===== src/source/blimp_params.svh =====
//--------------------------------------------------------------------
// Cluster sizing macros
// Lane count, sequence width, register count, data width, MUL latency
//--------------------------------------------------------------------

`ifndef BLIMP_PARAMS_SVH
`define BLIMP_PARAMS_SVH

// Identical execute lanes
`define NUM_LANES  4

// Sequence number width, reorder buffer holds 2**SEQ_BITS entries
`define SEQ_BITS   4

`define NUM_REGS   32  // Register 0 reads zero
`define XLEN       32  // Datapath width
`define MUL_CYCLES 4   // Iterative multiply latency

`endif // BLIMP_PARAMS_SVH


===== src/source/blimp_pkg.sv =====
//--------------------------------------------------------------------
// Shared types for the execution cluster
// Opcodes and the structs passed between issue, lanes and commit
//--------------------------------------------------------------------

`include "blimp_params.svh"

package blimp_pkg;

  typedef logic [`XLEN-1:0]              data_t;
  typedef logic [`SEQ_BITS-1:0]          seq_t;
  typedef logic [$clog2(`NUM_REGS)-1:0]  reg_t;

  typedef enum logic [3:0] {
    OP_ADD,
    OP_SUB,
    OP_AND,
    OP_OR,
    OP_XOR,
    OP_SLT,   // Signed compare
    OP_SLL,   // Shift by low 5 bits of b
    OP_MUL,   // Low half of product
    OP_LI     // rd = imm
  } op_e;

  //------------------------------------------------------------------
  // Stage payloads
  //------------------------------------------------------------------

  typedef struct packed {
    op_e   op;
    reg_t  rd;
    reg_t  rs1;
    reg_t  rs2;
    data_t imm;
  } inst_t;

  typedef struct packed {
    op_e   op;
    seq_t  seq;
    reg_t  waddr;
    logic  wen;
    data_t op_a;
    data_t op_b;    // Holds imm for LI
  } issue_t;

  typedef struct packed {
    seq_t  seq;
    reg_t  waddr;
    logic  wen;
    data_t wdata;
  } result_t;

  // Retirement notification
  typedef struct packed {
    seq_t  seq;
    reg_t  waddr;
    logic  wen;
    data_t wdata;
  } commit_t;

endpackage


===== src/source/commit_unit.sv =====
//--------------------------------------------------------------------
// Commit unit
// Lane arbiter, reorder buffer and in-order retirement
//--------------------------------------------------------------------

`timescale 1ns/1ps

`include "blimp_params.svh"

module commit_unit (
  input  logic                   clk,
  input  logic                   arst_n,

  input  logic [`NUM_LANES-1:0]  res_valid,
  output logic [`NUM_LANES-1:0]  res_ready,
  input  blimp_pkg::result_t     res [`NUM_LANES],

  output logic                   commit_valid,
  output blimp_pkg::commit_t     commit
);

  import blimp_pkg::*;

  localparam int ROB_SIZE = 1 << `SEQ_BITS;

  logic [`NUM_LANES-1:0]  grant;
  logic                   win_valid;
  result_t                win;
  logic [ROB_SIZE-1:0]    rob_done;
  result_t                rob_data [ROB_SIZE];
  seq_t                   head;
  result_t                head_ent;

  //------------------------------------------------------------------
  // Fixed-priority arbiter, lane 0 wins
  //------------------------------------------------------------------

  assign grant     = res_valid & (~res_valid + 1'b1);
  assign res_ready = grant;
  assign win_valid = |grant;

  always_comb begin
    win = '0;
    for (int i = 0; i < `NUM_LANES; i++) begin
      if (grant[i]) begin
        win = res[i];
      end
    end
  end

  //------------------------------------------------------------------
  // Reorder buffer
  //------------------------------------------------------------------

  // Payload indexed by sequence number
  always_ff @(posedge clk) begin
    if (win_valid) begin
      rob_data[win.seq] <= win;
    end
  end

  always_ff @(posedge clk or negedge arst_n) begin
    if (!arst_n) begin
      rob_done <= '0;
      head     <= '0;
    end else begin
      if (commit_valid) begin
        rob_done[head] <= 1'b0;
        head           <= head + 1'b1;
      end
      if (win_valid) begin
        rob_done[win.seq] <= 1'b1;
      end
    end
  end

  //------------------------------------------------------------------
  // Retirement
  //------------------------------------------------------------------

  assign head_ent     = rob_data[head];
  assign commit_valid = rob_done[head];   // Head entry done

  always_comb begin
    commit.seq   = head_ent.seq;
    commit.waddr = head_ent.waddr;
    commit.wen   = head_ent.wen;
    commit.wdata = head_ent.wdata;
  end

  // Sequence numbers from issue never overrun a live entry
  assert property (@(posedge clk) disable iff (!arst_n)
    win_valid |-> !rob_done[win.seq]);

endmodule


===== config.mk =====
export PLATFORM = sky130hd
export DESIGN_NAME = commit_unit
export DESIGN_NICKNAME = d
export VERILOG_FILES = /design/src/source/blimp_pkg.sv /design/src/source/commit_unit.sv
export VERILOG_INCLUDE_DIRS = /design/src /design/src/source
export SDC_FILE = /design/constraint.sdc
export NUM_CORES = 1
export LEC_CHECK = 0
export ABC_AREA = 1
export BUFFER_PORTS_ARGS = -buffer_cell sky130_fd_sc_hd__buf_2
export CAP_MARGIN = 15
export CORE_ASPECT_RATIO = 1.5
export CORE_MARGIN = 4
export CORE_UTILIZATION = 55
export DETAILED_ROUTE_END_ITERATION = 10
export PLACE_DENSITY = 0.74
export SLEW_MARGIN = 20
export SYNTH_ARGS = -nofsm -noshare
export SYNTH_HDL_FRONTEND = slang
export SYNTH_SLANG_ARGS = --single-unit

===== constraint.sdc =====
create_clock -name clk -period 2.55 [get_ports clk]
set_clock_uncertainty 0.15 [all_clocks]
set_input_delay 0.51 -clock clk [delete_from_list [all_inputs] [get_ports clk]]
set_output_delay 0.51 -clock clk [all_outputs]
set_load 0.005 [all_outputs]

## Word-level counts from Yosys, hierarchy flattened

Memory sizes are Yosys's and may differ from the RTL's.
Cells that the tools add are included.
W data, S select, Z words.

- Register bits after elaboration: 20
- Memories: 1
- Logic and storage cells: 31
- Memory bits (writable): 672
- Output and inout port bits: 47
- Bits of input ports: 174

- Bitwise operators: 5
- $add $sub $neg: 2
- Muxes and demuxes: 14
- Reductions and logical operators: 3
- Magnitude comparators: 4

Memory list:

| name | words | width | read ports | clocked after memory_dff | write ports | line | RTL |
|---|---|---|---|---|---|---|---|
| rob_data | 16 | 42 | 1 | 0 | 1 | commit_unit.sv:30 | `result_t rob_data [ROB_SIZE];` |

Operators by type and width:

| cell | number |
|---|---|
| $mux W42 | 4 |
| $mux W16 | 2 |
| $and A16 B16 Y16 | 1 |
| $not A16 Y16 | 1 |
| $or A16 B16 Y16 | 1 |
| $lt A4 B5 Y1 const B | 2 |
| $add A4 B1 Y4 const B | 2 |
| $demux W1 S4 | 2 |
| $ge A4 B1 Y1 const B | 2 |
| $mux W1 | 5 |
| $and A4 B4 Y4 | 1 |
| $bmux W1 S4 | 1 |
| $not A4 Y4 | 1 |
| $reduce_or A4 Y1 | 1 |
| $logic_and A1 B1 Y1 | 2 |

## Logic depth before layout (Yosys ltp)

- Depth after elaboration: 13
- Depth in mapped cells: 12
- Gate-level depth less buffers: 10

## Worst setup path after synthesis

No wires, ideal clock.

- Path kind: input to register
- From: input port res_valid[0]
- To: memory rob_data[10][0] (netlist bit), enable pin
- Setup time: 396 ps
- Required time: 2004 ps
- Setup slack: -515 ps
- Data arrival time: 2519 ps
- Path buffers: 1
- Stages on the path: 8
- Path through: buf_2 -> nor2_2 -> nand4_1 -> nand3_1 -> inv_1 -> nor2_1 -> nand2_1 -> inv_1

RTL lines:

| item | line | RTL |
|---|---|---|
| start: declaration | commit_unit.sv:14 | `` input logic [`NUM_LANES-1:0] res_valid, `` |
| end: declaration | commit_unit.sv:30 |  |

==> reports/results.ini <==
[outcome]
outcome=complete, but fails checks
violations=negative setup slack

[final_layout]
drive_above_1_share=0.2637
utilization=0.7031
n_antenna_cell=0
multi_input_area_sq_um=7211
final.fill_count=3111
nNetsFinal=2868
seqCellArea_sq_um=20690
syn_to_final_growth_pct=26.55

[placement]
gp_congestion=0.9102
place_hpwl_um=51750
io_buffer_count=220

[global_route]
grt_first_pass_wirelength_um=119300
grt_pass1_vias=20329
grt-ovfl-total=0
grt_usage=0.2885
antenna_found_initial=0
grt_max_degree=53

[critical_path]
path_cells=buf_12 > clkinv_16 > buf_16 > clkbuf_16 > o21ai_0 > o22ai_1 > nand2_1 > nand4_1 > buf_2
crit_required_ps=1890
crit_fanout=6
critPathKind=reg -> out
cp_num_buf_inv=5
startpoint_type=register
critPathArrivalTime_ps=2550
cpPeakStageDelay_ps=440
cp_slowest_cell=dfrtp_4
cp_top_family=buffers and inverters
end_kind=output port

[drt]
dr_total_vias=21538
wl_per_cell_um=26.71
ant_nets=0
dr.pass1.iters=6
drt_iter0_drc=2948
drc=0
drt_wl_total_um=90880
vias_per_cell=6.329

[timing]
tightestPinTransition_ps=476.2
fmax_mhz=311.8
setup_slack_ps=-657.6
slew_headroom=0.6825
fin_crit_sh=1.258
setup_viol=43
rsz0062_at_grt=yes
hold-worst-slack_ps=255.0
final_hold_viol_count=0
slew_violations=0
period_needed_ps=3208
tns_ps=-21830

[die]
fp.coreArea_sq_um=50670
die_h_um=285.1
rows=101
die_area_sq_um=54950
die_w_um=192.7
initial_utilization=0.5556
io_pins=221

[synthesis]
syn_nets=2509
synth_flop_cell=edfxtp_1
avgSynthCellArea_sq_um=12.08
synth_edf_count=672
ys_seq_area_frac=0.7344
yosysTopAreaCell=edfxtp_1
async_flop_share=0.02890
ys_ff_latch=692
syn_inst=2331
synthTopCellsByArea=edfxtp_1 (72%), o21ai_0 (6.0%), nand2_1 (5.4%), nor2_1 (4.6%), o22ai_1 (3.7%)
yosysUniqueCellTypes=26
ys_warn_count=0
yosysMostFrequentCell=edfxtp_1
synth_top_area_frac=0.7167
ys_top_cells_by_count=edfxtp_1 (672), nand2_1 (408), nor2_1 (344)
mappedNetlistArea_sq_um=28160

[clock_tree]
clk_latency_ps=610
root_buffer=clkbuf_16
cts_tree=done
htreeDepth=2
cts.clk_slew.worst_paths_ps=70
clk_path_buf_depth=3
cts-buffers-inserted=58
clock_sinks=692

[flow_run]
cap_violations=0

[power]
fin_total_pwr_mw=39.42
leakagePower_nw=12.44
power_density_nw_per_um2=1106
ir_drop_v=0.0007284

[worst_hold_path]
hp-class=in -> reg

logic make-up after synthesis:
group | count (synthesis) | synth area share
AOI/OAI and AO/OA | 523 | 0.1004
and+or+nand+nor | 887 | 0.1293
DFF | 692 | 0.7344
adders and majority gates | 4 | 0.001778
buffers and inverters | 223 | 0.03342
xor gates and xnor gates | 2 | 0.0006222
area by class of cell:
| cell class | instances | share of cell area |
|---|---|---|
| timing repair inverter | 2 | 0.0007725 |
| tap | 669 | 0.02349 |
| clock buffer | 69 | 0.04249 |
| inverter | 70 | 0.01015 |
| clock inverter | 35 | 0.007304 |
| multi-input combinational | 1416 | 0.2024 |
| sequential | 692 | 0.5806 |
| timing repair buffer | 450 | 0.1328 |
path summary, 6_finish.rpt:
path,to,from,cells after the start,slack [ps]
max in group asynchronous,head[1],arst_n,2,1600
worst max register to register,rob_done[14],head[0],14,260
min in group asynchronous,rob_done[14],arst_n,2,290
worst min register to register,rob_done[3],rob_done[3],2,360
worst max-delay path,commit[9],head[0],9,-660
worst min-delay path,rob_data[11][14],res[14],4,260
cells in the final DEF, fill, tap and decap left out, drive strengths merged:
cell,instances
edfxtp,672
buf,424
nand2,419
o21ai,351
nor2,346
o22ai,168
clkbuf,93
nand4,84
inv,55
nand3,36
clkinv,31
dfrtp,20
clkinvlp,18
a21oi,4
ha,4
bufinv,3
nor3,1
nand3b,1
xnor2,1
xor2,1
bufbuf,1
dlygate4sd3,1
where the power goes:
part	internal, mW	total, mW	switching (mW)
clock	4.54	8.58	4.04
sequential	13.5	13.9	0.385
combinational	6.58	16.9	10.4
state kept, by name (all words and copies together) (netlist names):
| signal | cells |
|---|---|
| head | 4 |
| rob_data | 672 |
| rob_done | 16 |
per-layer routing:
layer  track usage  vias up  share of wire
met1        0.3459    10233           0.32
met4        0.1591        0          0.076
met5             0        -              0
li1              -     9176              -
met2        0.4952     1770           0.49
met3       0.04568      359           0.11
worst min-delay path, delay by kind of cell:
kind	cells	cell delay, ps
buffers and inverters	2	230
and+or+nand+nor	2	140
per-stage QoR:
stage,cell area (sq um),worst slack [ps],cells
floorplan,28280,-8.060,2331
global placement,32030,-31.35,3246
detailed placement,32030,-78.99,3246
CTS,34230,-551.6,3364
global route,35630,-687.3,3403
finish,35630,-657.6,3403
what timing repair did:
item / in CTS / in global routing
endpoints found under the setup margin: 43 / 43
buffers inserted: 7 / 11
resized for setup: 56 / 318
pin swaps: 13 / 58
endpoints found under the hold margin: 20 / 0
hold buffers: 1 / 0
gates cloned: 6 / 29
(Power assumes the default switching activity.)
