--- config.mk ---
export PLATFORM = sky130hd
export DESIGN_NAME = issue_unit
export DESIGN_NICKNAME = d
export VERILOG_FILES = /design/src/source/blimp_pkg.sv /design/src/source/issue_unit.sv
export VERILOG_INCLUDE_DIRS = /design/src /design/src/source
export SDC_FILE = /design/constraint.sdc
export NUM_CORES = 1
export LEC_CHECK = 0
export BUFFER_PORTS_ARGS = -buffer_cell sky130_fd_sc_hd__buf_2
export CORE_ASPECT_RATIO = 2
export CORE_MARGIN = 8
export CORE_UTILIZATION = 50
export DETAILED_ROUTE_END_ITERATION = 8
export PLACE_DENSITY = 0.71
export SETUP_SLACK_MARGIN = 0.5
export SLEW_MARGIN = 20
export SYNTH_ARGS = -nofsm -noshare
export SYNTH_HDL_FRONTEND = slang
export SYNTH_SLANG_ARGS = --single-unit
--- constraint.sdc ---
create_clock -name clk -period 6.8 [get_ports clk]
set_clock_uncertainty 0.2 [all_clocks]
set_input_delay 0.68 -clock clk [delete_from_list [all_inputs] [get_ports clk]]
set_output_delay 0.68 -clock clk [all_outputs]
set_load 0.05 [all_outputs]
--- src/source/blimp_params.svh ---
//--------------------------------------------------------------------
// Cluster sizing macros
// Lane count, sequence width, register count, data width, MUL latency
//--------------------------------------------------------------------

`ifndef BLIMP_PARAMS_SVH
`define BLIMP_PARAMS_SVH

// Identical execute lanes
`define NUM_LANES  4

// Sequence number width, reorder buffer holds 2**SEQ_BITS entries
`define SEQ_BITS   4

`define NUM_REGS   32  // Register 0 reads zero
`define XLEN       32  // Datapath width
`define MUL_CYCLES 4   // Iterative multiply latency

`endif // BLIMP_PARAMS_SVH

--- src/source/blimp_pkg.sv ---
//--------------------------------------------------------------------
// Shared types for the execution cluster
// Opcodes and the structs passed between issue, lanes and commit
//--------------------------------------------------------------------

`include "blimp_params.svh"

package blimp_pkg;

  typedef logic [`XLEN-1:0]              data_t;
  typedef logic [`SEQ_BITS-1:0]          seq_t;
  typedef logic [$clog2(`NUM_REGS)-1:0]  reg_t;

  typedef enum logic [3:0] {
    OP_ADD,
    OP_SUB,
    OP_AND,
    OP_OR,
    OP_XOR,
    OP_SLT,   // Signed compare
    OP_SLL,   // Shift by low 5 bits of b
    OP_MUL,   // Low half of product
    OP_LI     // rd = imm
  } op_e;

  //------------------------------------------------------------------
  // Stage payloads
  //------------------------------------------------------------------

  typedef struct packed {
    op_e   op;
    reg_t  rd;
    reg_t  rs1;
    reg_t  rs2;
    data_t imm;
  } inst_t;

  typedef struct packed {
    op_e   op;
    seq_t  seq;
    reg_t  waddr;
    logic  wen;
    data_t op_a;
    data_t op_b;    // Holds imm for LI
  } issue_t;

  typedef struct packed {
    seq_t  seq;
    reg_t  waddr;
    logic  wen;
    data_t wdata;
  } result_t;

  // Retirement notification
  typedef struct packed {
    seq_t  seq;
    reg_t  waddr;
    logic  wen;
    data_t wdata;
  } commit_t;

endpackage

--- src/source/issue_unit.sv ---
//--------------------------------------------------------------------
// Issue unit
// Scoreboard, register file, sequence numbering and lane dispatch
//--------------------------------------------------------------------

`timescale 1ns/1ps

`include "blimp_params.svh"

module issue_unit (
  input  logic                   clk,
  input  logic                   arst_n,

  input  logic                   inst_valid,
  output logic                   inst_ready,
  input  blimp_pkg::inst_t       inst,

  input  logic [`NUM_LANES-1:0]  lane_idle,
  output logic [`NUM_LANES-1:0]  issue_valid,
  output blimp_pkg::issue_t      issue,

  input  logic                   commit_valid,
  input  blimp_pkg::commit_t     commit
);

  import blimp_pkg::*;

  localparam int ROB_SIZE = 1 << `SEQ_BITS;

  data_t                   rf [`NUM_REGS];
  logic [`NUM_REGS-1:0]    pending;       // Scoreboard, one bit per register
  seq_t                    seq_q;
  logic [`SEQ_BITS:0]      in_flight;
  logic                    live;
  logic                    uses_rs;
  logic                    hazard;
  logic                    full;
  logic [`NUM_LANES-1:0]   lane_pick;
  logic                    fire;
  data_t                   rs1_data;
  data_t                   rs2_data;

  //------------------------------------------------------------------
  // Register file
  //------------------------------------------------------------------

  always_ff @(posedge clk) begin
    if (commit_valid && commit.wen) begin
      rf[commit.waddr] <= commit.wdata;
    end
  end

  assign rs1_data = (inst.rs1 == '0) ? '0 : rf[inst.rs1];
  assign rs2_data = (inst.rs2 == '0) ? '0 : rf[inst.rs2];

  //------------------------------------------------------------------
  // Hazards and dispatch
  //------------------------------------------------------------------

  assign uses_rs = (inst.op != OP_LI);   // LI reads no source registers

  assign hazard = (uses_rs && (pending[inst.rs1] || pending[inst.rs2])) ||
                  ((inst.rd != '0) && pending[inst.rd]);

  assign full = (in_flight == ROB_SIZE);

  // Lowest idle lane as a one-hot vector
  assign lane_pick = lane_idle & (~lane_idle + 1'b1);

  assign inst_ready = live && !hazard && !full && (|lane_idle);
  assign fire       = inst_valid && inst_ready;

  assign issue_valid = fire ? lane_pick : '0;

  always_comb begin
    issue.op    = inst.op;
    issue.seq   = seq_q;
    issue.waddr = inst.rd;
    issue.wen   = (inst.rd != '0);
    issue.op_a  = rs1_data;
    issue.op_b  = (inst.op == OP_LI) ? inst.imm : rs2_data;  // Fold imm for LI
  end

  //------------------------------------------------------------------
  // Control state
  //------------------------------------------------------------------

  always_ff @(posedge clk or negedge arst_n) begin
    if (!arst_n) begin
      pending   <= '0;
      seq_q     <= '0;
      in_flight <= '0;
      live      <= 1'b0;
    end else begin
      live <= 1'b1;   // Accepting starts one edge after reset

      // A new rd is never the retiring register
      if (commit_valid && commit.wen) begin
        pending[commit.waddr] <= 1'b0;
      end
      if (fire && issue.wen) begin
        pending[inst.rd] <= 1'b1;
      end

      if (fire) begin
        seq_q <= seq_q + 1'b1;
      end

      case ({fire, commit_valid})
        2'b10:   in_flight <= in_flight + 1'b1;
        2'b01:   in_flight <= in_flight - 1'b1;
        default: in_flight <= in_flight;
      endcase
    end
  end

  // Each retirement belongs to an outstanding instruction still on the scoreboard
  assert property (@(posedge clk) disable iff (!arst_n)
    commit_valid |-> (in_flight != '0) && (!commit.wen || pending[commit.waddr]));

endmodule

* Word level (Yosys, flattened, before mapping)
Memory sizes are Yosys's and may differ from the RTL's.
Cells that the tools add are included.
W data, S select, Z words.
** Operators by class
- Multiplexer cells :: 19
- Reductions and logical operators :: 19
- Eq/ne operators :: 5
- $lt $le $gt $ge :: 6
- $add $sub $neg :: 4
- Bitwise gates (word level) :: 5
** Operators with widths (count)
- $mux W32 :: 5
- $and A32 B32 Y32 :: 1
- $not A32 Y32 :: 1
- $or A32 B32 Y32 :: 1
- $lt A5 B6 Y1 const B :: 4
- $bmux W1 S5 :: 3
- $demux W1 S5 :: 2
- $ge A5 B1 Y1 const B :: 2
- $logic_and A1 B1 Y1 :: 10
- $logic_not A5 Y1 :: 2
- $pmux W5 S2 :: 1
- $add A4 B1 Y4 const B :: 2
- $mux W1 :: 7
- $add A5 B1 Y5 const B :: 1
- $eq A5 B5 Y1 const B :: 1
- $reduce_bool A5 Y1 :: 1
- $sub A5 B1 Y5 const B :: 1
- $and A4 B4 Y4 :: 1
- $eq A4 B4 Y1 const B :: 1
- $mux W4 :: 1
- $ne A4 B4 Y1 const B :: 1
- $not A4 Y4 :: 1
- $reduce_or A4 Y1 :: 1
- $eq A2 B1 Y1 const B :: 1
- 4 further kinds :: 6
** Storage, ports and cells
- Input bits :: 101
- Memory bits (writable) :: 1024
- Logic and storage cells :: 63
- Memories kept :: 1
- Bits in registers :: 42
- Output and inout bits :: 83
** Memories
- rf :: words 32, width 32, read ports 2, clocked after Yosys merged registers in 0, wr ports 1, RTL line issue_unit.sv:30 : data_t rf [`NUM_REGS];

* Depth between registers and ports, before layout
- Depth after elaboration :: 12
- Depth in mapped cells :: 16
- Gate-level depth less buffers :: 12

* Worst setup path after synthesis
OpenSTA, ideal clock, no wires.
- Kind :: input to output
- From :: input inst[32] (netlist bit)
- To :: output issue_valid[2]
- Data required time :: 5920 ps
- Data arrival time :: 4567 ps
- Stages on the path :: 10
- Path buffers :: 4
- Setup slack :: 1353 ps
- Cells stage by stage :: buf_2 > buf_6 > mux4_2 > mux4_2 > a22oi_1 > nand3_1 > or3b_1 > clkbuf_1 > clkbuf_1 > nor4b_1
** Between the ends
- Word-level cells in the longest chain between the ends :: 11
** Ends and longest elaborated chain
- from (decl) :: RTL line issue_unit.sv:16 : input blimp_pkg::inst_t inst,
- $bmux W1 S5 :: RTL line issue_unit.sv:62 : assign hazard = (uses_rs && (pending[inst.rs1] || pending[inst.rs2])) ||
- $mux W1 (not written as such) :: RTL line issue_unit.sv:62
- $logic_or A1 B1 Y1 :: RTL line issue_unit.sv:62
- $logic_and A1 B1 Y1 :: RTL line issue_unit.sv:62
- $logic_or A1 B1 Y1 :: RTL line issue_unit.sv:62
- $logic_not A1 Y1 :: RTL line issue_unit.sv:70 : assign inst_ready = live && !hazard && !full && (|lane_idle);
- $logic_and A1 B1 Y1 (3 in a row) :: RTL line issue_unit.sv:70
- $logic_and A1 B1 Y1 :: RTL line issue_unit.sv:71 : assign fire = inst_valid && inst_ready;
- $mux W4 :: RTL line issue_unit.sv:73 : assign issue_valid = fire ? lane_pick : '0;
- to (decl) :: RTL line issue_unit.sv:19 : output logic [`NUM_LANES-1:0] issue_valid,
Every way passes these cells. The select of a mux whose other input is x is not followed.

* Worst setup path after layout
- From :: input inst[34] (netlist bit)
- To :: output issue_valid[2]
The elaborated chain is that of the path after synthesis.

==> impl_metrics.ini <==
[outcome]
status = complete, no violations

[yosys]
synth_xor_area_frac = 0.00139
synth_cells = 2975
synth_top_family_by_area = multiplexers
yosysSeqAreaShare = 0.630
synth.top_cells.by_area = edfxtp_1 61%, mux4_2 16%, mux2i_1 6.2%
synth_cell_type_count = 54
synth_area_leader_cell = edfxtp_1
ys_ff_latch = 1066
synth_simple_gate_area_frac = 0.0223
synthMuxAreaShare = 0.247
syn_nets = 3082
synth_flop_cell = edfxtp_1
synth_edf_count = 1024
avgSynthCellArea_um2 = 17.0
synth_adder_area_share = 0.00163
synth_compound_area_frac = 0.0780
syn_area_um2 = 50500
yosysTopAreaCellShare = 0.609
ys_warn_count = 0
synthArstFlopShare = 0.0394

[pwr]
clock_power_share = 0.382
power.leakage_nw = 18.4
p_switching_mw = 3.53
p_comb_frac = 0.111
seq_power_share = 0.507
switching_share = 0.244
peakVddDrop_mv = 0.275
intPower_mw = 10.9
power_density_nw_per_um2 = 257

[routing]
first_iter_violations = 4099
via_per_inst = 7.00
vias = 31500
drt_first_pass_iters = 6
drt_wl_total_um = 152000
ant_nets = 0
wl_per_cell_um = 33.9
route.detailed.drc = 0

[timing]
drv_slew = 0
rsz0062_at_grt = no
setup_viol_count_final = 0
min_period_ns = 4.94
maxSlewHeadroom = 0.225
min_period_over_period = 0.726
hold_violations = 0
fmax_mhz = 202
finalSetupTns_ns = 0
tightest_slew_ns = 1.16

[die]
rows = 165
ioPinCount = 184
die_w_um = 241
start_util = 0.502
placeableCoreArea_um2 = 101000
die_y_um = 465
die_area_um2 = 112000

[worst_setup_path]
critical_path_class = input pin to output pin
crit_required_ns = 5.92
rr_worst_depth = 12
cp_max_fo = 38
crit_end = issue_valid[2]
slowest_delay_ns = 0.59
end_kind = output pin
cp.depth = 9
r2r_slack_ns = 2.66
slowest_stage = buf_4
crit_chain = buf_4 -> mux4_2 -> mux4_2 -> a22oi_1 -> nand3_1 -> or3b_1 -> buf_4 -> nor4b_1 -> buf_2
cp_num_buf_inv = 3
arrival_ns = 4.06
crit_family = buffers and inverters
critPathLaunchType = input pin
r2r-start = pending[7]
r2r-end = in_flight[4]
startpoint = inst[34]

[placement]
dp_hpwl_um = 83000
place.gp.congestion = 0.821
io_buffers = 179

[cells_and_area]
nets = 3184
syn_to_final_growth_pct = 11.4
multi_input_area_um2 = 18000
drive_gt1_frac = 0.287
fill_cells = 7732
seqCellArea_um2 = 31800
finish.utilization = 0.559

[clock_network]
clk_pin_slew_worst_paths_ns = 0.06
cts_resized = 0
cts_made_buffers = 95
cts_tree = done
cts.sinks = 1066
htree_levels = 3
clock_path_buffers = 3
root_buffer = clkbuf_16
clk_latency_ns = 0.68

[global_route]
first_global_vias = 31900
grt_pass1_wl_um = 216000
antenna_found_initial = 12
grt_max_degree = 114
grt_overflow = 0
grt_usage = 0.267

[worst_hold_path]
min-delay-path-class = input pin to flop

[job]
drv_cap = 0
[cells by family (layout without fill, tap and decap cells)]
group                    Yosys count  after routing
other                              1              5
adder cells (fa/ha/maj)            6              6
AO/OA/AOI/OAI                    621            621
AND/OR/NAND/NOR                  236            236
buffers and inverters            257            433
multiplexers                     780            780
flip-flops                      1066           1066
XOR/XNOR                           8              8
[worst min-delay path by stage]
stage,slack [ns],start,to,depth (start not counted)
floorplan,0.18,arst_n,in_flight[0],0
global route,0.16,inst_valid,seq_q[2],3
global placement,0.26,seq_q[3],seq_q[3],1
CTS,0.13,inst_valid,seq_q[2],3
detailed placement,0.26,in_flight[4],in_flight[4],1
finish,0.16,inst_valid,seq_q[2],3
[tightest hold or removal path, stage by stage]
cell and delay (ns):
buf_2 0.10, and3_1 0.16, xor2_1 0.06
[registers in the layout, summed over array words and instances (netlist names)]
name,count
seq_q,4
live,1
rf,1024
in_flight,5
pending,32
[metrics by stage]
step	hold WS (ns)	power (mW)	area, um2	std cells	setup WS [ns]
final	0.156	14.5	56200	4491	1.86
after detailed placement	0.263	9.08	53100	4315	1.93
after CTS	0.126	14.5	56200	4487	1.91
after global routing	0.157	14.8	56200	4487	1.76
after global placement	0.255	9.05	53100	4315	1.91
after floorplan	0.184	8.54	50500	2975	1.35
[cell usage after synthesis, drive strengths merged, types with 24 or more instances]
library cell,number
a211oi,32
a21oi,174
a221oi,29
buf,108
clkbuf,146
dfrtp,42
edfxtp,1024
mux2,104
mux2i,315
mux4,361
nand2,44
nor2,89
nor3,40
o21ai,135
o221ai,96
o22ai,95
o31ai,24
[what timing repair did]
action,in CTS,in global routing
endpoints found under the hold margin,42,0
hold buffers,1,0
setup endpoints to repair,0,0
buffers inserted,0,0
[layout make-up]
type	instances	area share
antenna	4	0.000178
multi-input combinational	1652	0.319
timing repair buffer	259	0.0294
clock inverter	59	0.0109
clock buffer	112	0.0447
tap	1336	0.0297
sequential	1066	0.565
inverter	3	0.000200
[layer usage]
layer / track usage / share of wire / vias up
li1: - / - / 12700
met1: 0.336 / 0.35 / 16200
met2: 0.438 / 0.49 / 2079
met3: 0.0508 / 0.10 / 483
met4: 0.140 / 0.058 / 8
met5: 0 / 0.00034 / -
[layout by cell type, fill, tap and decap left out, drive strengths merged, types with 44 or more instances in the layout]
cell    instances
o221ai         96
edfxtp       1024
mux2          104
nor2           89
o22ai          95
buf           258
clkbuf        112
o21ai         135
a21oi         174
mux2i         315
mux4          361
nand2          44
[power groups by stage]
stage | Sequential [mW] | Clock, mW | Combinational, mW
3_3_place_gp | 7.48 | 0 | 1.57
5_1_grt | 7.35 | 5.78 | 1.69
3_5_place_dp | 7.49 | 0 | 1.59
6_report | 7.35 | 5.52 | 1.61
4_1_cts | 7.34 | 5.56 | 1.60
2_1_floorplan | 7.50 | 0 | 1.04
(Power assumes the default switching activity.)
