### src/source/blimp_params.svh
//--------------------------------------------------------------------
// Cluster sizing macros
// Lane count, sequence width, register count, data width, MUL latency
//--------------------------------------------------------------------

`ifndef BLIMP_PARAMS_SVH
`define BLIMP_PARAMS_SVH

// Identical execute lanes
`define NUM_LANES  4

// Sequence number width, reorder buffer holds 2**SEQ_BITS entries
`define SEQ_BITS   4

`define NUM_REGS   32  // Register 0 reads zero
`define XLEN       32  // Datapath width
`define MUL_CYCLES 4   // Iterative multiply latency

`endif // BLIMP_PARAMS_SVH

### src/source/blimp_pkg.sv
//--------------------------------------------------------------------
// Shared types for the execution cluster
// Opcodes and the structs passed between issue, lanes and commit
//--------------------------------------------------------------------

`include "blimp_params.svh"

package blimp_pkg;

  typedef logic [`XLEN-1:0]              data_t;
  typedef logic [`SEQ_BITS-1:0]          seq_t;
  typedef logic [$clog2(`NUM_REGS)-1:0]  reg_t;

  typedef enum logic [3:0] {
    OP_ADD,
    OP_SUB,
    OP_AND,
    OP_OR,
    OP_XOR,
    OP_SLT,   // Signed compare
    OP_SLL,   // Shift by low 5 bits of b
    OP_MUL,   // Low half of product
    OP_LI     // rd = imm
  } op_e;

  //------------------------------------------------------------------
  // Stage payloads
  //------------------------------------------------------------------

  typedef struct packed {
    op_e   op;
    reg_t  rd;
    reg_t  rs1;
    reg_t  rs2;
    data_t imm;
  } inst_t;

  typedef struct packed {
    op_e   op;
    seq_t  seq;
    reg_t  waddr;
    logic  wen;
    data_t op_a;
    data_t op_b;    // Holds imm for LI
  } issue_t;

  typedef struct packed {
    seq_t  seq;
    reg_t  waddr;
    logic  wen;
    data_t wdata;
  } result_t;

  // Retirement notification
  typedef struct packed {
    seq_t  seq;
    reg_t  waddr;
    logic  wen;
    data_t wdata;
  } commit_t;

endpackage

### src/source/exec_lane.sv
//--------------------------------------------------------------------
// Execute lane
// Single-cycle ALU, iterative multiply, result held until taken
//--------------------------------------------------------------------

`timescale 1ns/1ps

`include "blimp_params.svh"

module exec_lane (
  input  logic                clk,
  input  logic                arst_n,

  input  logic                issue_valid,
  output logic                idle,
  input  blimp_pkg::issue_t   issue,

  output logic                res_valid,
  input  logic                res_ready,
  output blimp_pkg::result_t  res
);

  import blimp_pkg::*;

  localparam int XLEN  = `XLEN;
  localparam int CHUNK = `XLEN / `MUL_CYCLES;   // Multiplier bits per cycle
  localparam int CNT_W = $clog2(`MUL_CYCLES + 1);

  typedef enum logic [1:0] {S_IDLE, S_BUSY, S_HOLD} state_e;

  state_e              state;
  logic [CNT_W-1:0]    cnt;
  issue_t              iss_q;
  data_t               acc_q;
  data_t               mul_sum;
  data_t               alu_out;
  result_t             res_q;
  logic                last;

  assign last = (state == S_BUSY) && (cnt == '0);

  // One partial product per cycle
  assign mul_sum = acc_q + XLEN'(iss_q.op_a * iss_q.op_b[CHUNK-1:0]);

  always_comb begin
    case (iss_q.op)
      OP_ADD:  alu_out = iss_q.op_a + iss_q.op_b;
      OP_SUB:  alu_out = iss_q.op_a - iss_q.op_b;
      OP_AND:  alu_out = iss_q.op_a & iss_q.op_b;
      OP_OR:   alu_out = iss_q.op_a | iss_q.op_b;
      OP_XOR:  alu_out = iss_q.op_a ^ iss_q.op_b;
      OP_SLT:  alu_out = data_t'($signed(iss_q.op_a) < $signed(iss_q.op_b));
      OP_SLL:  alu_out = iss_q.op_a << iss_q.op_b[4:0];
      OP_LI:   alu_out = iss_q.op_b;
      default: alu_out = '0;
    endcase
  end

  //------------------------------------------------------------------
  // Lane FSM
  //------------------------------------------------------------------

  always_ff @(posedge clk or negedge arst_n) begin
    if (!arst_n) begin
      state <= S_IDLE;
      cnt   <= '0;
    end else begin
      case (state)
        S_IDLE: if (issue_valid) begin
          state <= S_BUSY;
          cnt   <= (issue.op == OP_MUL) ? CNT_W'(`MUL_CYCLES - 1) : '0;
        end
        S_BUSY: if (cnt == '0) begin
          state <= S_HOLD;
        end else begin
          cnt <= cnt - 1'b1;
        end
        S_HOLD: if (res_ready) begin
          state <= S_IDLE;
        end
        default: state <= S_IDLE;
      endcase
    end
  end

  // Operands and result
  always_ff @(posedge clk) begin
    if (state == S_IDLE && issue_valid) begin
      iss_q <= issue;
      acc_q <= '0;
    end else if (state == S_BUSY && iss_q.op == OP_MUL) begin
      acc_q      <= mul_sum;
      iss_q.op_a <= iss_q.op_a << CHUNK;
      iss_q.op_b <= iss_q.op_b >> CHUNK;   // Next multiplier chunk
    end
    if (last) begin
      res_q.seq   <= iss_q.seq;
      res_q.waddr <= iss_q.waddr;
      res_q.wen   <= iss_q.wen;
      res_q.wdata <= (iss_q.op == OP_MUL) ? mul_sum : alu_out;
    end
  end

  assign idle      = (state == S_IDLE);
  assign res_valid = (state == S_HOLD);
  assign res       = res_q;

  // Stalled result must not change
  assert property (@(posedge clk) disable iff (!arst_n)
    res_valid && !res_ready |=> res_valid && $stable(res));

endmodule

### config.mk
export PLATFORM = sky130hd
export DESIGN_NAME = exec_lane
export DESIGN_NICKNAME = d
export VERILOG_FILES = /design/src/source/blimp_pkg.sv /design/src/source/exec_lane.sv
export VERILOG_INCLUDE_DIRS = /design/src /design/src/source
export SDC_FILE = /design/constraint.sdc
export NUM_CORES = 1
export LEC_CHECK = 0
export BUFFER_PORTS_ARGS = -buffer_cell sky130_fd_sc_hd__buf_2
export CORE_ASPECT_RATIO = 1.2
export CORE_MARGIN = 4
export CORE_UTILIZATION = 63
export DETAILED_ROUTE_END_ITERATION = 10
export PLACE_DENSITY = 0.82
export RECOVER_POWER = 25
export SLEW_MARGIN = 20
export SYNTH_ARGS = -nofsm -noshare
export SYNTH_HDL_FRONTEND = slang
export SYNTH_SLANG_ARGS = --single-unit
### constraint.sdc
create_clock -name clk -period 10.53 [get_ports clk]
set_input_delay 1.053 -clock clk [delete_from_list [all_inputs] [get_ports clk]]
set_output_delay 1.053 -clock clk [all_outputs]
set_load 0.03 [all_outputs]
# Yosys cells after proc, flatten, opt, wreduce, memory -nomap -nowiden
# Index checks and enable logic that the tools add are counted.
[op_classes]
n_addsub = 4
multipliers = 1
magnitude_cmp = 1
n_eq_ne = 15
shift = 1
muxes = 12
n_bitwise = 3
reduce_logical = 10
[op_table]
columns = ["operator", "n"]
rows = [
  ["one-hot mux 32 bit (8 select lines)", 1],
  ["two-way mux 64 bit", 2],
  ["adder 32 bit", 2],
  ["bitwise AND 32 bit", 1],
  ["< comparator 32 bit", 1],
  ["multiplier 32 x 8 -> 32 bit", 1],
  ["two-way mux 32 bit", 1],
  ["OR 32 bit", 1],
  ["left shift 32 x 5 -> 32 bit", 1],
  ["subtractor 32 bit", 1],
  ["bitwise XOR 32 bit", 1],
  ["equality test 4 x 3 -> 1 bit (second input constant)", 5],
  ["equality test 4 x 2 -> 1 bit (second input constant)", 2],
  ["two-way mux 2 bit", 4],
  ["two-way mux 3 bit", 2],
  ["one-hot mux 2 bit (3 select lines)", 1],
  ["one-hot mux 3 bit (2 select lines)", 1],
  ["AND reduction 3 bit", 2],
  ["equality test 4 x 1 -> 1 bit (second input constant)", 1],
  ["equality test 4 bit (second input constant)", 1],
  ["zero test 4 bit", 1],
  ["inequality test 2 x 1 -> 1 bit (second input constant)", 2],
  ["inequality test 2 bit (second input constant)", 2],
  ["nonzero test 2 bit", 2],
  ["other kinds (6)", 8],
]
[totals]
register_bits = 157
out_inout_bits = 44
elab_cells = 60

# Longest topological paths before layout
[depth]
word_depth = 4
mapped_depth = 25
mapped_depth_nobuf = 21

# Least setup slack after synthesis
# Ideal clock, no wire load.
[synth_path]
path_type = "register to register"
start = "register iss_q[2] (netlist bit)"
end = "register res_q (netlist bit res[30]), data pin"
setup_ns = 0.272
arrival_time_ns = 6.291
t_required_ns = 10.258
setup_slack_ns = 3.967
stages_incl_launch_ff = 25
path_cell_list = "edfxtp_1 -> clkbuf_1 -> inv_2 -> buf_1 -> clkbuf_1 -> buf_1 -> buf_1 -> nor2_1 -> fa_1 -> fa_1 -> fa_1 -> inv_1 -> fa_1 -> inv_1 -> ha_1 -> buf_2 -> a21oi_1 -> o21ai_0 -> a311oi_1 -> and2_1 -> a211oi_1 -> nor2_1 -> a21oi_1 -> mux2i_1 -> or4_1"
[synth_between]
elab_chain_len = 3
[synth_lines]
columns = ["item", "line", "source"]
rows = [
  ["from (decl)", "exec_lane.sv:33", "issue_t iss_q;"],
  ["from (signal assigned)", "exec_lane.sv:89", "iss_q <= issue;"],
  ["multiplier 32 x 8 -> 32 bit (tied with other cells)", "exec_lane.sv:43", "assign mul_sum = acc_q + XLEN'(iss_q.op_a * iss_q.op_b[CHUNK-1:0]);"],
  ["adder 32 bit / one-hot mux 32 bit (8 select lines) (equally long branches)", "exec_lane.sv:43, exec_lane.sv:46", ""],
  ["two-way mux 32 bit (*)", "exec_lane.sv:100", "res_q.wdata <= (iss_q.op == OP_MUL) ? mul_sum : alu_out;"],
  ["to (decl)", "exec_lane.sv:37", "result_t res_q;"],
]
# Every way passes the cells marked *; elsewhere a longest branch is shown, timed or not.
# A chain may end at the register's enable or synchronous reset.

# Worst setup path in the final report
[layout_path]
start = "register iss_q[5] (netlist bit)"
end = "register res_q (netlist bit res[30]), data pin"
[layout_between]
elab_chain_len = 3
[layout_lines]
columns = ["item", "line"]
rows = [
  ["multiplier 32 x 8 -> 32 bit (tied with other cells)", "exec_lane.sv:43"],
  ["adder 32 bit / one-hot mux 32 bit (8 select lines) (equally long branches)", "exec_lane.sv:43, exec_lane.sv:46"],
  ["two-way mux 32 bit (*)", "exec_lane.sv:100"],
]
# Marked as above.

==> results by group <==
Drt
  – Vias: 19.0k
  – Routed Antenna Nets: 0
  – Initial DRC count: around 2.8k
  – Detailed Routing Iterations Pass 1: 9
  – Wirelength per Cell: 26.8 um
  – Final WL: 73.2 mm
  – Vias per Instance: 6.93
  – Residual DRC count: 0

Status
  – Failing checks: max-capacitance violations, max-slew violations
  – Status: finished, violations left

Layout
  – Sequential cell area: 4370 um^2
  – P&R area growth vs syn: 6.77%
  – Fin nets: 2,738
  – Commonest non-fill, non-tap cell in the layout: inv_1
  – Final cell count without fillers: 2,736
  – Multi-input logic area: about 14,000 um^2
  – Fill count: 2,530
  – Share of layout cells above drive strength 1: 0.110
  – Ant diodes: 0
  – Most frequent cells in the layout: inv_1 (315), nand2_1 (254), nor2_1 (222)

Critical path
  – Crit-path cells: inv_1, nor2_1, fa_1, fa_1, fa_1, inv_1, fa_1, inv_1, ha_1, nand4_1, nor3_1, o21ai_0, a211oi_1, nor2_1, a21oi_1, mux2i_1, or4_1
  – Crit start category: register
  – Slowest CP cell: inv_1
  – CP Class: reg2reg
  – Worst Path Required: 10.71 ns
  – Worst setup EP type: register
  – CP peak stage delay: 0.95 ns
  – Critical Path AT: 7.06 ns
  – Most common cell on crit path: fa_1
  – Crit path max fanout: 22

Clock network
  – CTS sink cnt: ~160
  – Clock Pin Slew Worst Setup and Hold Paths: 0.08 ns
  – Clock root cell: clkbuf_16
  – Post-CTS setup buffer count: 0
  – Clk buf depth: 2
  – CTS buffer count: 17
  – Skew-Pair Late Insertion Delay: 0.45 ns
  – CTS resizes: 0
  – CTS tree: done
  – Hold buffer count at cts: 0
  – CTS H-tree depth: 4

Yosys
  – Post-synthesis sequential area ratio: 0.221
  – Asr flop ratio synth: 0.0318
  – Mapped cell area: 19,800 um^2
  – Flops & latches, synth: about 160
  – Most used DFF post-synth: edfxtp_1
  – Synth Net Count: about 2.7k
  – Post-synth EDFFs: 120
  – Syn Inst Count: between 2k and 2.5k
  – Yosys cell types: 87
  – Synth warn: 0
  – Syn Area/Cell: about 8.6 um^2

Timing
  – Setup violators final: 0
  – Unrepaired setup endpoints after global routing: no
  – Final Skew: 0.0136 ns
  – Worst-Margin Slew: about 3.2 ns
  – Final WS setup: 3.65 ns
  – Period utilization: 0.654
  – Setup tns final: 0 ns
  – Final hold vios: 0
  – Final min period: ~6.9 ns
  – Worst hold slack: 0.420 ns
  – Max frequency: 145 MHz
  – Slew Limit Fails: 44
  – Max-slew headroom: -1.14

Place
  – Placer Congestion: 1.05
  – DP Cell Count: 2,704
  – # port buffers: 125
  – Pre-CTS WS: between 3 and 4 ns
  – Post-DP HPWL: 55.3 mm

Die
  – Die Y: 202 um
  – # IOs: 126
  – Core area: 30,700 um^2
  – Die Area: 34,300 um^2
  – Chip width: 170 um
  – Initial Util: 0.644
  – Std-Cell Rows: 70

GRT
  – Vias in the first global route: roughly 19k
  – Largest net degree at the start of global routing: slightly below 80
  – First-pass GRT wire length: 110 mm
  – GR Util All Layers: 0.424
  – Total grt overflow: 0
  – Initial antenna violation count: 0

Hold path
  – Hold crit path type: reg2reg

Job
  – Max Cap Viol: 1
==> flip-flops by register name (all words and copies together), names as in the netlist <==
name,count
acc_q,32
cnt,3
iss_q,78
res,42
state,2
==> per-layer routing <==
metal | vias up | GRT usage | part of all wire
li1 | 7984 | - | -
met1 | 8998 | 0.508 | 0.33
met5 | - | 0 | 0
met4 | 0 | 0.354 | 0.11
met3 | 419 | 0.0786 | 0.12
met2 | 1572 | 0.659 | 0.45
==> Yosys cell counts, types with 13 or more instances <==
| cell | count | area (um^2) |
|---|---|---|
| a21oi_1 | 111 | 556 |
| nand2_1 | 254 | 953 |
| a31oi_1 | 22 | 138 |
| mux2i_1 | 18 | 180 |
| and3_1 | 24 | 150 |
| o21bai_1 | 17 | 128 |
| xnor2_1 | 26 | 228 |
| o22ai_1 | 19 | 119 |
| nand2b_1 | 13 | 81.3 |
| nor2b_1 | 13 | 81.3 |
| buf_1 | 21 | 78.8 |
| nand3_1 | 49 | 245 |
| buf_2 | 14 | 70.1 |
| a211oi_1 | 21 | 158 |
| a21o_1 | 34 | 255 |
| a221oi_1 | 19 | 166 |
| nor3_1 | 37 | 185 |
| o31ai_1 | 19 | 143 |
| ha_1 | 142 | 1780 |
| mux4_2 | 31 | 698 |
| a222oi_1 | 27 | 270 |
| o221ai_1 | 14 | 123 |
| nor2_1 | 223 | 837 |
| inv_1 | 316 | 1190 |
| o211ai_1 | 30 | 225 |
| dfxtp_1 | 32 | 641 |
| edfxtp_1 | 120 | 3600 |
| fa_1 | 187 | 3740 |
| o21ai_0 | 154 | 771 |
| clkbuf_1 | 90 | 338 |
==> critical path, delay by kind of cell, from the launching register on <==
family | cells | cell delay [ns]
adder cells (fa/ha/maj) | 5 | 2.43
AND/OR/NAND/NOR | 5 | 1.38
buffers and inverters | 3 | 1.05
AO/OA/AOI/OAI | 3 | 1.01
flip-flops | 1 | 0.62
multiplexers | 1 | 0.11
==> per-stage QoR <==
stage / utilization / area [um^2]
floorplan: - / 19800
global placement: 0.670 / 20600
detailed placement: 0.670 / 20600
CTS: 0.688 / 21100
global route: 0.687 / 21100
finish: 0.687 / 21100
==> logic make-up after synthesis <==
| kind of cell | synth area share |
|---|---|
| xor+xnor | 0.0168 |
| mux | 0.0450 |
| fa+ha+maj | 0.279 |
| simple gates | 0.150 |
| buf+inv | 0.0914 |
| flops | 0.221 |
| compound gates | 0.197 |
==> final timing paths <==
kind,from,endpoint,slack (ns),cells past startpoint
max,iss_q[5],res[30],3.65,17
min,iss_q[68],res[36],0.42,0
max reg2reg,iss_q[5],res[30],3.65,17
min reg2reg,iss_q[68],res[36],0.42,0
max in group asynchronous,arst_n,state[1],9.88,1
min in group asynchronous,arst_n,cnt[0],0.44,1
==> cell type report <==
type | count | share of cell area
multi-input combinational | 1667 | 0.645
sequential | 157 | 0.207
inverter | 330 | 0.0587
timing repair buffer | 154 | 0.0396
tap | 396 | 0.0235
clock buffer | 18 | 0.0208
clock inverter | 14 | 0.00521
Power is not shown: default switching activity piles up to over one toggle a cycle in this logic, so the estimate is an artifact.
